`config.mk`:
```
export PLATFORM = sky130hd
export DESIGN_NAME = stream_page
export DESIGN_NICKNAME = d
export VERILOG_FILES = /design/src/source/stream_pkg.sv /design/src/source/scale_operator.sv /design/src/source/scale_regs.sv /design/src/source/srl_queue.sv /design/src/source/stream_page.sv
export VERILOG_INCLUDE_DIRS = /design/src /design/src/source
export SDC_FILE = /design/constraint.sdc
export NUM_CORES = 1
export LEC_CHECK = 0
export BUFFER_PORTS_ARGS = -buffer_cell sky130_fd_sc_hd__buf_2
export CORE_UTILIZATION = 50
export DETAILED_ROUTE_END_ITERATION = 8
export PLACE_DENSITY_LB_ADDON = 0.25
export SYNTH_ARGS = -nofsm -noshare
export SYNTH_HDL_FRONTEND = slang
export SYNTH_HIERARCHICAL = 1
export SYNTH_SLANG_ARGS = --single-unit
```
`constraint.sdc`:
```
create_clock -name clock -period 9.15 [get_ports clock]
set_input_delay 0.915 -clock clock [delete_from_list [all_inputs] [get_ports clock]]
set_output_delay 0.915 -clock clock [all_outputs]
set_load 0.01 [all_outputs]
```
`src/source/stream_consts.svh`:
```
/* stream page constants
   token field widths, queue depth and configuration register addresses */

`ifndef STREAM_CONSTS_SVH
`define STREAM_CONSTS_SVH

`define STREAM_PAYLOAD_W   16    // payload word of a token
`define STREAM_CODE_W      4     // eos code, upper payload bits
`define STREAM_COUNT_W     12    // eos segment count, lower payload bits

`define STREAM_QUEUE_DEPTH 16    // default in-page queue depth

// configuration register map, one address bit
`define CFG_ADDR_GAIN      1'b0
`define CFG_ADDR_OFFSET    1'b1

`endif

```
`src/source/stream_pkg.sv`:
```
/* stream page types
   token word with eos flag and a payload read as data or as eos fields */

`include "stream_consts.svh"

package stream_pkg;

   // eos view of the payload, code on top
   typedef struct packed {
      logic [`STREAM_CODE_W-1:0]  code;    // end-of-stream code, passed through
      logic [`STREAM_COUNT_W-1:0] count;   // data tokens in the closed segment
   } eos_fields_t;

   // one payload word, decoded by the eos flag
   typedef union packed {
      logic [`STREAM_PAYLOAD_W-1:0] data;  // data token value
      eos_fields_t                  eos;   // eos token fields
   } payload_u;

   // queue word and page port type, eos flag concatenated on top
   typedef struct packed {
      logic     eos;                       // 1 = end-of-stream token
      payload_u payload;
   } token_t;

   // operator configuration
   typedef struct packed {
      logic [`STREAM_PAYLOAD_W-1:0] gain;     // multiplier
      logic [`STREAM_PAYLOAD_W-1:0] offset;   // added after the multiply
   } scale_cfg_t;

endpackage

```
`src/source/scale_operator.sv`:
```
/* scaling operator, one output register
   data tokens get value*gain+offset, eos tokens get the segment count */

`include "stream_consts.svh"

module scale_operator
   import stream_pkg::*;
(
   input  logic       clock,
   input  logic       reset,
   input  token_t     i_d,      // token from input queue
   input  logic       i_v,
   output logic       i_b,      // stall toward input queue
   input  scale_cfg_t i_cfg,    // gain and offset
   output token_t     o_d,      // result register
   output logic       o_v,
   input  logic       o_b       // back-pressure from output queue
);

   logic                       take;        // input accepted this edge
   logic [`STREAM_COUNT_W-1:0] seg_count;   // data tokens since last eos
   token_t                     result;      // next value of o_d

   // busy only while a result sits stalled in the register
   assign i_b  = o_v && o_b;
   assign take = i_v && !i_b;   // empty register, or drained this cycle

   always_comb begin
      result = i_d;                                // eos flag and code pass
      if (i_d.eos) begin
         result.payload.eos.count = seg_count;     // stamp closed segment
      end else begin
         // 16-bit context, so the sum wraps mod 2^16
         result.payload.data = i_d.payload.data * i_cfg.gain + i_cfg.offset;
      end
   end

   always_ff @(posedge clock or negedge reset) begin
      if (!reset) begin
         o_v       <= 1'b0;
         seg_count <= '0;
      end else begin
         if (take) begin
            o_v <= 1'b1;            // new result loaded
         end else if (!o_b) begin
            o_v <= 1'b0;            // drained, nothing behind it
         end
         if (take) begin
            if (i_d.eos) begin
               seg_count <= '0;     // new segment starts
            end else begin
               seg_count <= seg_count + 1'b1;   // wraps at 4096
            end
         end
      end
   end

   // payload register, loaded only on accept
   always_ff @(posedge clock) begin
      if (take) begin
         o_d <= result;
      end
   end

   // a stalled result holds until the consumer takes it
   a_hold_stalled: assert property (@(posedge clock) disable iff (!reset)
      (o_v && o_b) |=> (o_v && $stable(o_d)))
      else $error("scale_operator: output changed under back-pressure");

endmodule

```
`src/source/scale_regs.sv`:
```
/* operator configuration registers, gain and offset
   written by a one-cycle strobe with a one-bit address */

`include "stream_consts.svh"

module scale_regs
   import stream_pkg::*;
(
   input  logic                         clock,
   input  logic                         reset,
   input  logic                         i_cfg_wr,     // write strobe
   input  logic                         i_cfg_addr,   // register select
   input  logic [`STREAM_PAYLOAD_W-1:0] i_cfg_data,   // write data
   output scale_cfg_t                   o_cfg         // to the operator
);

   // unity gain, so data passes unchanged after reset
   localparam logic [`STREAM_PAYLOAD_W-1:0] gain_reset =
      {{(`STREAM_PAYLOAD_W - 1){1'b0}}, 1'b1};

   always_ff @(posedge clock or negedge reset) begin
      if (!reset) begin
         o_cfg.gain   <= gain_reset;
         o_cfg.offset <= '0;
      end else if (i_cfg_wr) begin
         case (i_cfg_addr)
            `CFG_ADDR_GAIN: begin
               o_cfg.gain <= i_cfg_data;      // multiplier
            end
            `CFG_ADDR_OFFSET: begin
               o_cfg.offset <= i_cfg_data;    // additive term
            end
            default: begin
               o_cfg <= o_cfg;                // unknown address, hold
            end
         endcase
      end
   end

   // software side must drive a clean strobe once out of reset
   a_wr_known: assert property (@(posedge clock) disable iff (!reset)
      !$isunknown(i_cfg_wr))
      else $error("scale_regs: write strobe unknown");

   // a write with an unknown address would corrupt a register
   a_addr_known: assert property (@(posedge clock) disable iff (!reset)
      i_cfg_wr |-> !$isunknown(i_cfg_addr))
      else $error("scale_regs: write address unknown");

endmodule

```
`src/source/srl_queue.sv`:
```
/* in-page shift-register queue with valid plus back-pressure on both sides
   an up-down address picks the oldest entry under two-state empty/non-empty control */

`include "stream_consts.svh"

module srl_queue
   import stream_pkg::*;
#(
   parameter int unsigned depth = `STREAM_QUEUE_DEPTH,   // 2 to 256 entries
   parameter int unsigned width = $bits(token_t)         // word width
) (
   input  logic             clock,
   input  logic             reset,
   input  logic [width-1:0] i_d,     // input token
   input  logic             i_v,     // input valid
   output logic             i_b,     // back-pressure toward producer
   output logic [width-1:0] o_d,     // oldest token
   output logic             o_v,     // output valid
   input  logic             o_b      // back-pressure from consumer
);

   localparam int unsigned addr_w = $clog2(depth);
   localparam logic [addr_w-1:0] addr_last = addr_w'(depth - 1);   // full mark

   localparam logic st_empty    = 1'b0;   // o_v low and o_d stale
   localparam logic st_nonempty = 1'b1;   // holds addr+1 tokens

   logic              state, state_nxt;
   logic [addr_w-1:0] addr, addr_nxt;     // index of oldest entry
   logic              shift_en;           // push i_d into srl[0]
   logic              addr_full;
   logic              addr_zero;
   logic [width-1:0]  srl [depth];        // shift register storage

   assign addr_full = (addr == addr_last);
   assign addr_zero = (addr == '0);

   assign o_d = srl[addr];                          // stale when empty
   assign o_v = (state == st_nonempty);
   assign i_b = (state == st_nonempty) && addr_full; // high only when full

   always_ff @(posedge clock or negedge reset) begin
      if (!reset) begin
         state <= st_empty;
         addr  <= '0;
      end else begin
         state <= state_nxt;
         addr  <= addr_nxt;
      end
   end

   // storage shifts toward higher index with newest at 0
   always_ff @(posedge clock) begin
      if (shift_en) begin
         for (int i = depth - 1; i > 0; i--) begin
            srl[i] <= srl[i-1];
         end
         srl[0] <= i_d;
      end
   end

   always_comb begin
      shift_en  = 1'b0;      // idle unless a case below says otherwise
      addr_nxt  = addr;
      state_nxt = state;
      case (state)
         st_empty: begin
            if (i_v) begin                   // consume into empty queue
               shift_en  = 1'b1;
               addr_nxt  = '0;
               state_nxt = st_nonempty;
            end
         end
         st_nonempty: begin
            if (addr_full) begin             // full so no consume
               if (!o_b) begin               // produce only
                  addr_nxt = addr - 1'b1;
               end
            end else if (i_v && o_b) begin   // consume only
               shift_en = 1'b1;
               addr_nxt = addr + 1'b1;
            end else if (i_v && !o_b) begin  // consume and produce
               shift_en = 1'b1;
            end else if (!o_b) begin         // produce only and may empty
               if (addr_zero) begin
                  state_nxt = st_empty;
               end else begin
                  addr_nxt = addr - 1'b1;
               end
            end
         end
         default: begin
            state_nxt = st_empty;
         end
      endcase
   end

   // address stays inside the storage
   a_addr_range: assert property (@(posedge clock) disable iff (!reset)
      addr <= addr_last)
      else $error("srl_queue: address past depth-1");

   // a full queue keeps its newest word until it drains
   a_no_shift_full: assert property (@(posedge clock) disable iff (!reset)
      i_b |=> $stable(srl[0]))
      else $error("srl_queue: shift while full");

endmodule

```
`src/source/stream_page.sv`:
```
/* stream page top, input queue -> scaling operator -> output queue
   with the gain/offset registers beside the operator */

`include "stream_consts.svh"

module stream_page
   import stream_pkg::*;
(
   input  logic                         clock,
   input  logic                         reset,
   input  token_t                       i_d,          // page input stream
   input  logic                         i_v,
   output logic                         i_b,
   output token_t                       o_d,          // page output stream
   output logic                         o_v,
   input  logic                         o_b,
   input  logic                         i_cfg_wr,     // config write strobe
   input  logic                         i_cfg_addr,
   input  logic [`STREAM_PAYLOAD_W-1:0] i_cfg_data
);

   token_t     in_d;      // in_queue -> operator
   logic       in_v;
   logic       in_b;
   token_t     op_d;      // operator -> out_queue
   logic       op_v;
   logic       op_b;
   scale_cfg_t cfg;       // registers -> operator

   srl_queue #(
      .depth (`STREAM_QUEUE_DEPTH),
      .width ($bits(token_t))
   ) in_queue (
      .clock (clock),
      .reset (reset),
      .i_d   (i_d),
      .i_v   (i_v),
      .i_b   (i_b),
      .o_d   (in_d),
      .o_v   (in_v),
      .o_b   (in_b)
   );

   scale_regs regs (
      .clock      (clock),
      .reset      (reset),
      .i_cfg_wr   (i_cfg_wr),
      .i_cfg_addr (i_cfg_addr),
      .i_cfg_data (i_cfg_data),
      .o_cfg      (cfg)
   );

   scale_operator op (
      .clock (clock),
      .reset (reset),
      .i_d   (in_d),
      .i_v   (in_v),
      .i_b   (in_b),
      .i_cfg (cfg),
      .o_d   (op_d),
      .o_v   (op_v),
      .o_b   (op_b)
   );

   srl_queue #(
      .depth (`STREAM_QUEUE_DEPTH),
      .width ($bits(token_t))
   ) out_queue (
      .clock (clock),
      .reset (reset),
      .i_d   (op_d),
      .i_v   (op_v),
      .i_b   (op_b),
      .o_d   (o_d),
      .o_v   (o_v),
      .o_b   (o_b)
   );

endmodule

```
==> results of run 1 <==
[logic make-up (layout without fill, tap and decap cells)]
family                   Yosys count  in the layout  share of synthesized area (%)
AO/OA/AOI/OAI                    145            145                           3.55
XOR/XNOR                          42             42                           1.35
adder cells (fa/ha/maj)          153            153                           9.28
buffers and inverters            242            358                           3.73
flip-flops                       616            616                           64.5
multiplexers                     181            181                           13.1
AND/OR/NAND/NOR                  267            267                           4.49
[layout make-up]
class	count	share of cell area [%]
inverter	167	2.00
tap	748	2.98
timing repair buffer	75	1.42
multi-input combinational	788	28.6
sequential	616	58.1
clock buffer	75	5.44
clock inverter	41	1.42
[state kept, by name, summed over array words and instances (netlist names)]
name	flops
op/seg_count	12
out_queue/addr	4
in_queue/o_v	1
out_queue/o_v	1
in_queue/addr	4
regs/o_cfg	32
op/o_v	1
op/o_d	17
out_queue/srl	272
in_queue/srl	272
[per-stage QoR]
step / hold slack, ps / area [um^2] / utilization (%)
after detailed placement: 405 / 29200 / 52.7
final: 416 / 31400 / 56.6
after global routing: 423 / 31400 / 56.6
after CTS: 418 / 31400 / 56.6
after floorplan: 400 / 28200 / -
after global placement: 402 / 29200 / 52.7
[path summary, 6_finish.rpt]
check | cells past startpoint | to
setup reg to reg | 21 | op/o_d[15]
hold reg to reg | 0 | out_queue/srl[0][5]
setup / recovery | 21 | op/o_d[15]
min in group asynchronous | 2 | op/seg_count[11]
max in group asynchronous | 2 | out_queue/addr[0]
hold / removal | 0 | out_queue/srl[0][5]
[critical path, stage by stage, from the launching register on]
cell,delay [ps]
dfrtp_4,1020
buf_4,340
mux4_1,560
a22oi_1,190
nand2_1,340
and2_1,310
fa_1,480
inv_1,50
fa_1,570
fa_1,440
fa_1,490
inv_1,50
fa_1,520
inv_1,50
fa_1,520
inv_1,40
ha_1,340
a21oi_1,300
nand4b_1,250
o21ai_4,200
xnor2_1,80
mux2_2,250
[layer usage]
metal / part of all wire [%] / vias up / global-route usage (%)
met1: 45 / 7348 / 27.0
met4: 2.8 / 0 / 7.15
met2: 47 / 369 / 29.2
met3: 4.7 / 102 / 3.35
li1: - / 6303 / -
met5: 0 / - / 0
[synth_stat cells (all sizes together), types with 12 or more instances]
master,instances
xnor2,27
mux2,37
edfxtp,561
inv,167
ha,59
buf,38
clkbuf,37
o21ai,32
fa,94
nor2,12
mux4,136
nand2,157
dfrtp,54
and2,49
xor2,14
a22oi,70
a21oi,16
==> results.json, run 1 <==
{
  "status": "finished, final reports clean",
  "grt-ovfl-total": 0,
  "vias_per_cell": 5.63,
  "gr-usage-all-layers_pct": 18.9,
  "final_cell_mix": "edfxtp_1, inv_1, nand2_1",
  "critical_path_class": "reg -> reg",
  "antenna_found_initial": 0,
  "port_buffers": 57,
  "reg2reg_slack_ps": 1470,
  "hpwl_um": 32200,
  "synth_warnings": 6,
  "synth_nets": 1838,
  "max_slew_margin_pct": 24.3,
  "layout.cells.non_filler": 2510,
  "yosys_register_bits": 616,
  "tns_ps": 0,
  "rsz0062_at_grt": "false",
  "worstMarginPinSlew_ps": 1140,
  "cts_buffer_depth": 3,
  "die_x_um": 240,
  "boundaryPins": 58,
  "antenna_cells": 0,
  "place_ws_ps": 1420,
  "final_common_cell": "edfxtp_1",
  "cp-startpoint": "in_queue/addr[0]",
  "slew_violations": 0,
  "hp-class": "reg -> reg",
  "cts_setup_buffers": 0,
  "holdBufCountCts": 0,
  "cts.sinks": 616,
  "end_kind": "flop",
  "vias": 14100,
  "synthArstFlopShare_pct": 8.93,
  "num_rows": 86,
  "dpl.cell_count": 2394,
  "worstSetupStartpointType": "flop",
  "hold_path_startpoint": "op/o_d[5]",
  "synth_top_area_share_pct": 59.7,
  "syn_area_um2": 28200,
  "synth_area_leaders": "edfxtp_1, mux4_2, fa_1",
  "drv_cap": 0,
  "grt_pass1_wl_um": 82900,
  "drive_gt1_share_pct": 19.1,
  "clk_latency_ps": 600,
  "fin_ws_ps": 1470,
  "worstPathRequired_ps": 9500,
  "gp_congestion": 0.788,
  "multi_input_area_um2": 8960,
  "numCtsBuffers": 66,
  "wl_per_cell_um": 20.9,
  "postRouteAntennaNets": 0,
  "synth_flop_cell": "edfxtp_1",
  "finalWirelength_um": 52400,
  "finalHoldViolCount": 0,
  "area_growth_pct": 11.1,
  "reg2reg_from": "in_queue/addr[0]",
  "start_util_pct": 51.0,
  "setup_viol": 0,
  "avgSynthCellArea_um2": 17.2,
  "grt_pass1_vias": 14500,
  "clockRootBuffer": "clkbuf_16",
  "synthDistinctLibCells": 58,
  "finalCritPeriodShare_pct": 83.9,
  "finClkSkew_ps": 28.1,
  "clkTransAtPathRegs_ps": 60,
  "fin_crit_ps": 7680,
  "cts_resized": 0,
  "h-tree-depth": 3,
  "die_h_um": 240,
  "dr.pass1.iters": 5,
  "arrival_ps": 8030,
  "grt_max_degree": 193,
  "critPathMaxFanout": 50,
  "synth_edf_count": 561,
  "netlist_instances": 1646,
  "nets": 1906,
  "yosys.area.top_type": "edfxtp_1",
  "synth-seq-area-share_pct": 64.5,
  "core_area_um2": 55400,
  "die-area_um2": 57400,
  "cts_tree": "yes",
  "fmax_mhz": 130,
  "nFillCells": 4246,
  "drc": 0,
  "area.sequential_um2": 18200,
  "drt_iter0_markers": 1063
}
Power of run 1 is not shown: default switching activity piles up to over one toggle a cycle in this logic, so the estimate is an artifact.
==> run 2, diff against run 1 <==
==> constraint.sdc (replaced) <==
create_clock -name clock -period 7.3 [get_ports clock]
set_input_delay 0.73 -clock clock [delete_from_list [all_inputs] [get_ports clock]]
set_output_delay 0.73 -clock clock [all_outputs]
set_load 0.01 [all_outputs]
==> run 2 against run 1 <==
  * Non-clock buffer count increased by 29
  * Via count is 0.49% higher
  * First-iteration DRC count fell by 0.38%
  * Cell count up 1.2%
  * Die area did not move
  * Setup slack got worse by 1000 ps
  * Worst hold slack worse by 150 ps
  * Maximum frequency rose by 12%
  * Wire length rose by 1.9%
  * Global-route usage is 0.19 points higher
==> results.json, run 2 (same netlist as run 1, synthesis figures left out) <==
{
  "area.sequential_um2": 18200,
  "crit_path_frequent_cell": "fa_1",
  "gp_congestion": 0.855,
  "endpoint": "op/o_d[15]",
  "holdBufCountCts": 0,
  "cpPeakStageDelay_ps": 570,
  "critPathMaxFanout": 13,
  "setup_viol": 0,
  "finClkSkew_ps": 42.6,
  "finalInstanceArea_um2": 31500,
  "fmax_mhz": 145,
  "worstMarginPinSlew_ps": 1130,
  "worstPathRequired_ps": 7690,
  "drv_cap": 0,
  "multi_input_area_um2": 8970,
  "crit_slowest_cell": "dfrtp_4",
  "finalHoldViolCount": 0,
  "grt-ovfl-total": 0,
  "reg.largest.list": "in_queue/srl: 272 flops, out_queue/srl: 272 flops, regs/o_cfg: 32 flops",
  "drc": 0,
  "fin_crit_ps": 6880,
  "hpwl_um": 34000,
  "nets": 1930,
  "r2r_cells": 21,
  "path_cells": "buf_4 > mux4_2 > a22oi_1 > nand2_1 > and2_1 > fa_1 > inv_1 > fa_1 > fa_1 > fa_1 > inv_1 > fa_1 > inv_1 > fa_1 > inv_1 > ha_1 > a21oi_1 > nand4b_1 > o21ai_4 > xnor2_1 > mux2_2",
  "finalWirelength_um": 53400,
  "end_kind": "flop",
  "antenna_found_initial": 1,
  "final_common_cell": "edfxtp_1",
  "clockRootBuffer": "clkbuf_16",
  "rsz0062_at_grt": "false",
  "die_x_um": 240,
  "r2r-end": "op/o_d[15]",
  "port_buffers": 57,
  "cts_tree": "yes",
  "core_area_um2": 55400,
  "post_dp_cell_area_um2": 29400,
  "critical_path.top_delay_family": "adder cells",
  "cp-startpoint": "in_queue/addr[0]",
  "drt_iter0_markers": 1059,
  "max_slew_margin_pct": 24.5,
  "area_growth_pct": 11.7,
  "slew_violations": 0,
  "reg2reg_slack_ps": 420,
  "dr.pass1.iters": 5,
  "crit_cells": 21,
  "critical_path_class": "reg -> reg",
  "tns_ps": 0,
  "nFillCells": 4199,
  "cts_buffer_depth": 3,
  "grt_pass1_vias": 15000,
  "final_cell_mix": "edfxtp_1, inv_1, nand2_1",
  "worstSetupStartpointType": "flop",
  "clkTransAtPathRegs_ps": 60,
  "antenna_cells": 0,
  "die-area_um2": 57400,
  "status": "finished, final reports clean",
  "h-tree-depth": 2,
  "critPathBufInv": 5,
  "wl_per_cell_um": 21.0,
  "numCtsBuffers": 61,
  "vias_per_cell": 5.59,
  "die_h_um": 240,
  "boundaryPins": 58,
  "grt_pass1_wl_um": 85000,
  "arrival_ps": 7270,
  "grt_max_degree": 189,
  "reg2reg_from": "in_queue/addr[0]",
  "vias": 14200,
  "drive_gt1_share_pct": 20.6,
  "start_util_pct": 51.0,
  "hp-class": "in -> reg",
  "gr-usage-all-layers_pct": 19.1,
  "clk_latency_ps": 640,
  "num_rows": 86,
  "finalCritPeriodShare_pct": 94.2,
  "cts.sinks": 616,
  "postRouteAntennaNets": 0
}
[run 2: cell types whose count changed in the layout (fill, tap and decap cells not counted), sizes merged]
cell	before	now
clkinvlp	0	1
inv	173	168
clkbuf	75	68
clkinv	27	37
bufinv	8	9
buf	75	104
[run 2: what timing repair did]
action | CTS | global route
gates resized for setup | 0 | 1
endpoints found under the setup margin | 0 | 6
buffers inserted | 0 | 10
[run 2: per-stage QoR]
stage	hold slack [ps]	util [%]	setup WS (ps)	instances
2_1_floorplan	400	-	811	1646
4_1_cts	219	56.8	123	2529
3_5_place_dp	405	53.0	124	2413
6_report	262	56.9	422	2539
5_1_grt	226	56.9	99.6	2539
3_3_place_gp	404	53.0	201	2413
[run 2: cell type report]
cell class | instances | area share (%)
timing repair buffer | 104 | 2.18
inverter | 167 | 1.99
clock buffer | 68 | 5.05
tap | 748 | 2.97
clock inverter | 48 | 1.56
sequential | 616 | 57.8
multi-input combinational | 788 | 28.4
[run 2: worst reg2reg max path, cell delays in order (launching register included)]
cell	delay [ps]
dfrtp_4	570
buf_4	210
mux4_2	490
a22oi_1	270
nand2_1	240
and2_1	240
fa_1	480
inv_1	60
fa_1	560
fa_1	430
fa_1	500
inv_1	60
fa_1	520
inv_1	50
fa_1	520
inv_1	40
ha_1	340
a21oi_1	290
nand4b_1	240
o21ai_4	190
xnor2_1	80
mux2_2	250
[run 2: how the worst min path moves through the flow]
stage,slack [ps],end,from,depth (start not counted)
floorplan,400,out_queue/srl[0][0],op/o_d[0],0
global placement,400,out_queue/srl[0][2],op/o_d[2],0
detailed placement,400,out_queue/srl[0][15],op/o_d[15],0
CTS,220,in_queue/srl[0][14],i_d[14],1
global route,230,in_queue/srl[0][14],i_d[14],1
finish,260,in_queue/srl[0][4],i_d[4],1
[run 2: layer usage]
layer | vias to the layer above | routed length [um] | share of wire (%) | track usage, %
met1 | 7380 | 23900 | 45 | 27.3
met3 | 87 | 2750 | 5.1 | 3.38
met2 | 367 | 25500 | 48 | 30.2
li1 | 6355 | - | - | -
met4 | 2 | 1270 | 2.4 | 5.71
met5 | - | 9 | 0.017 | 0
Power of run 2 is left out for the same reason.
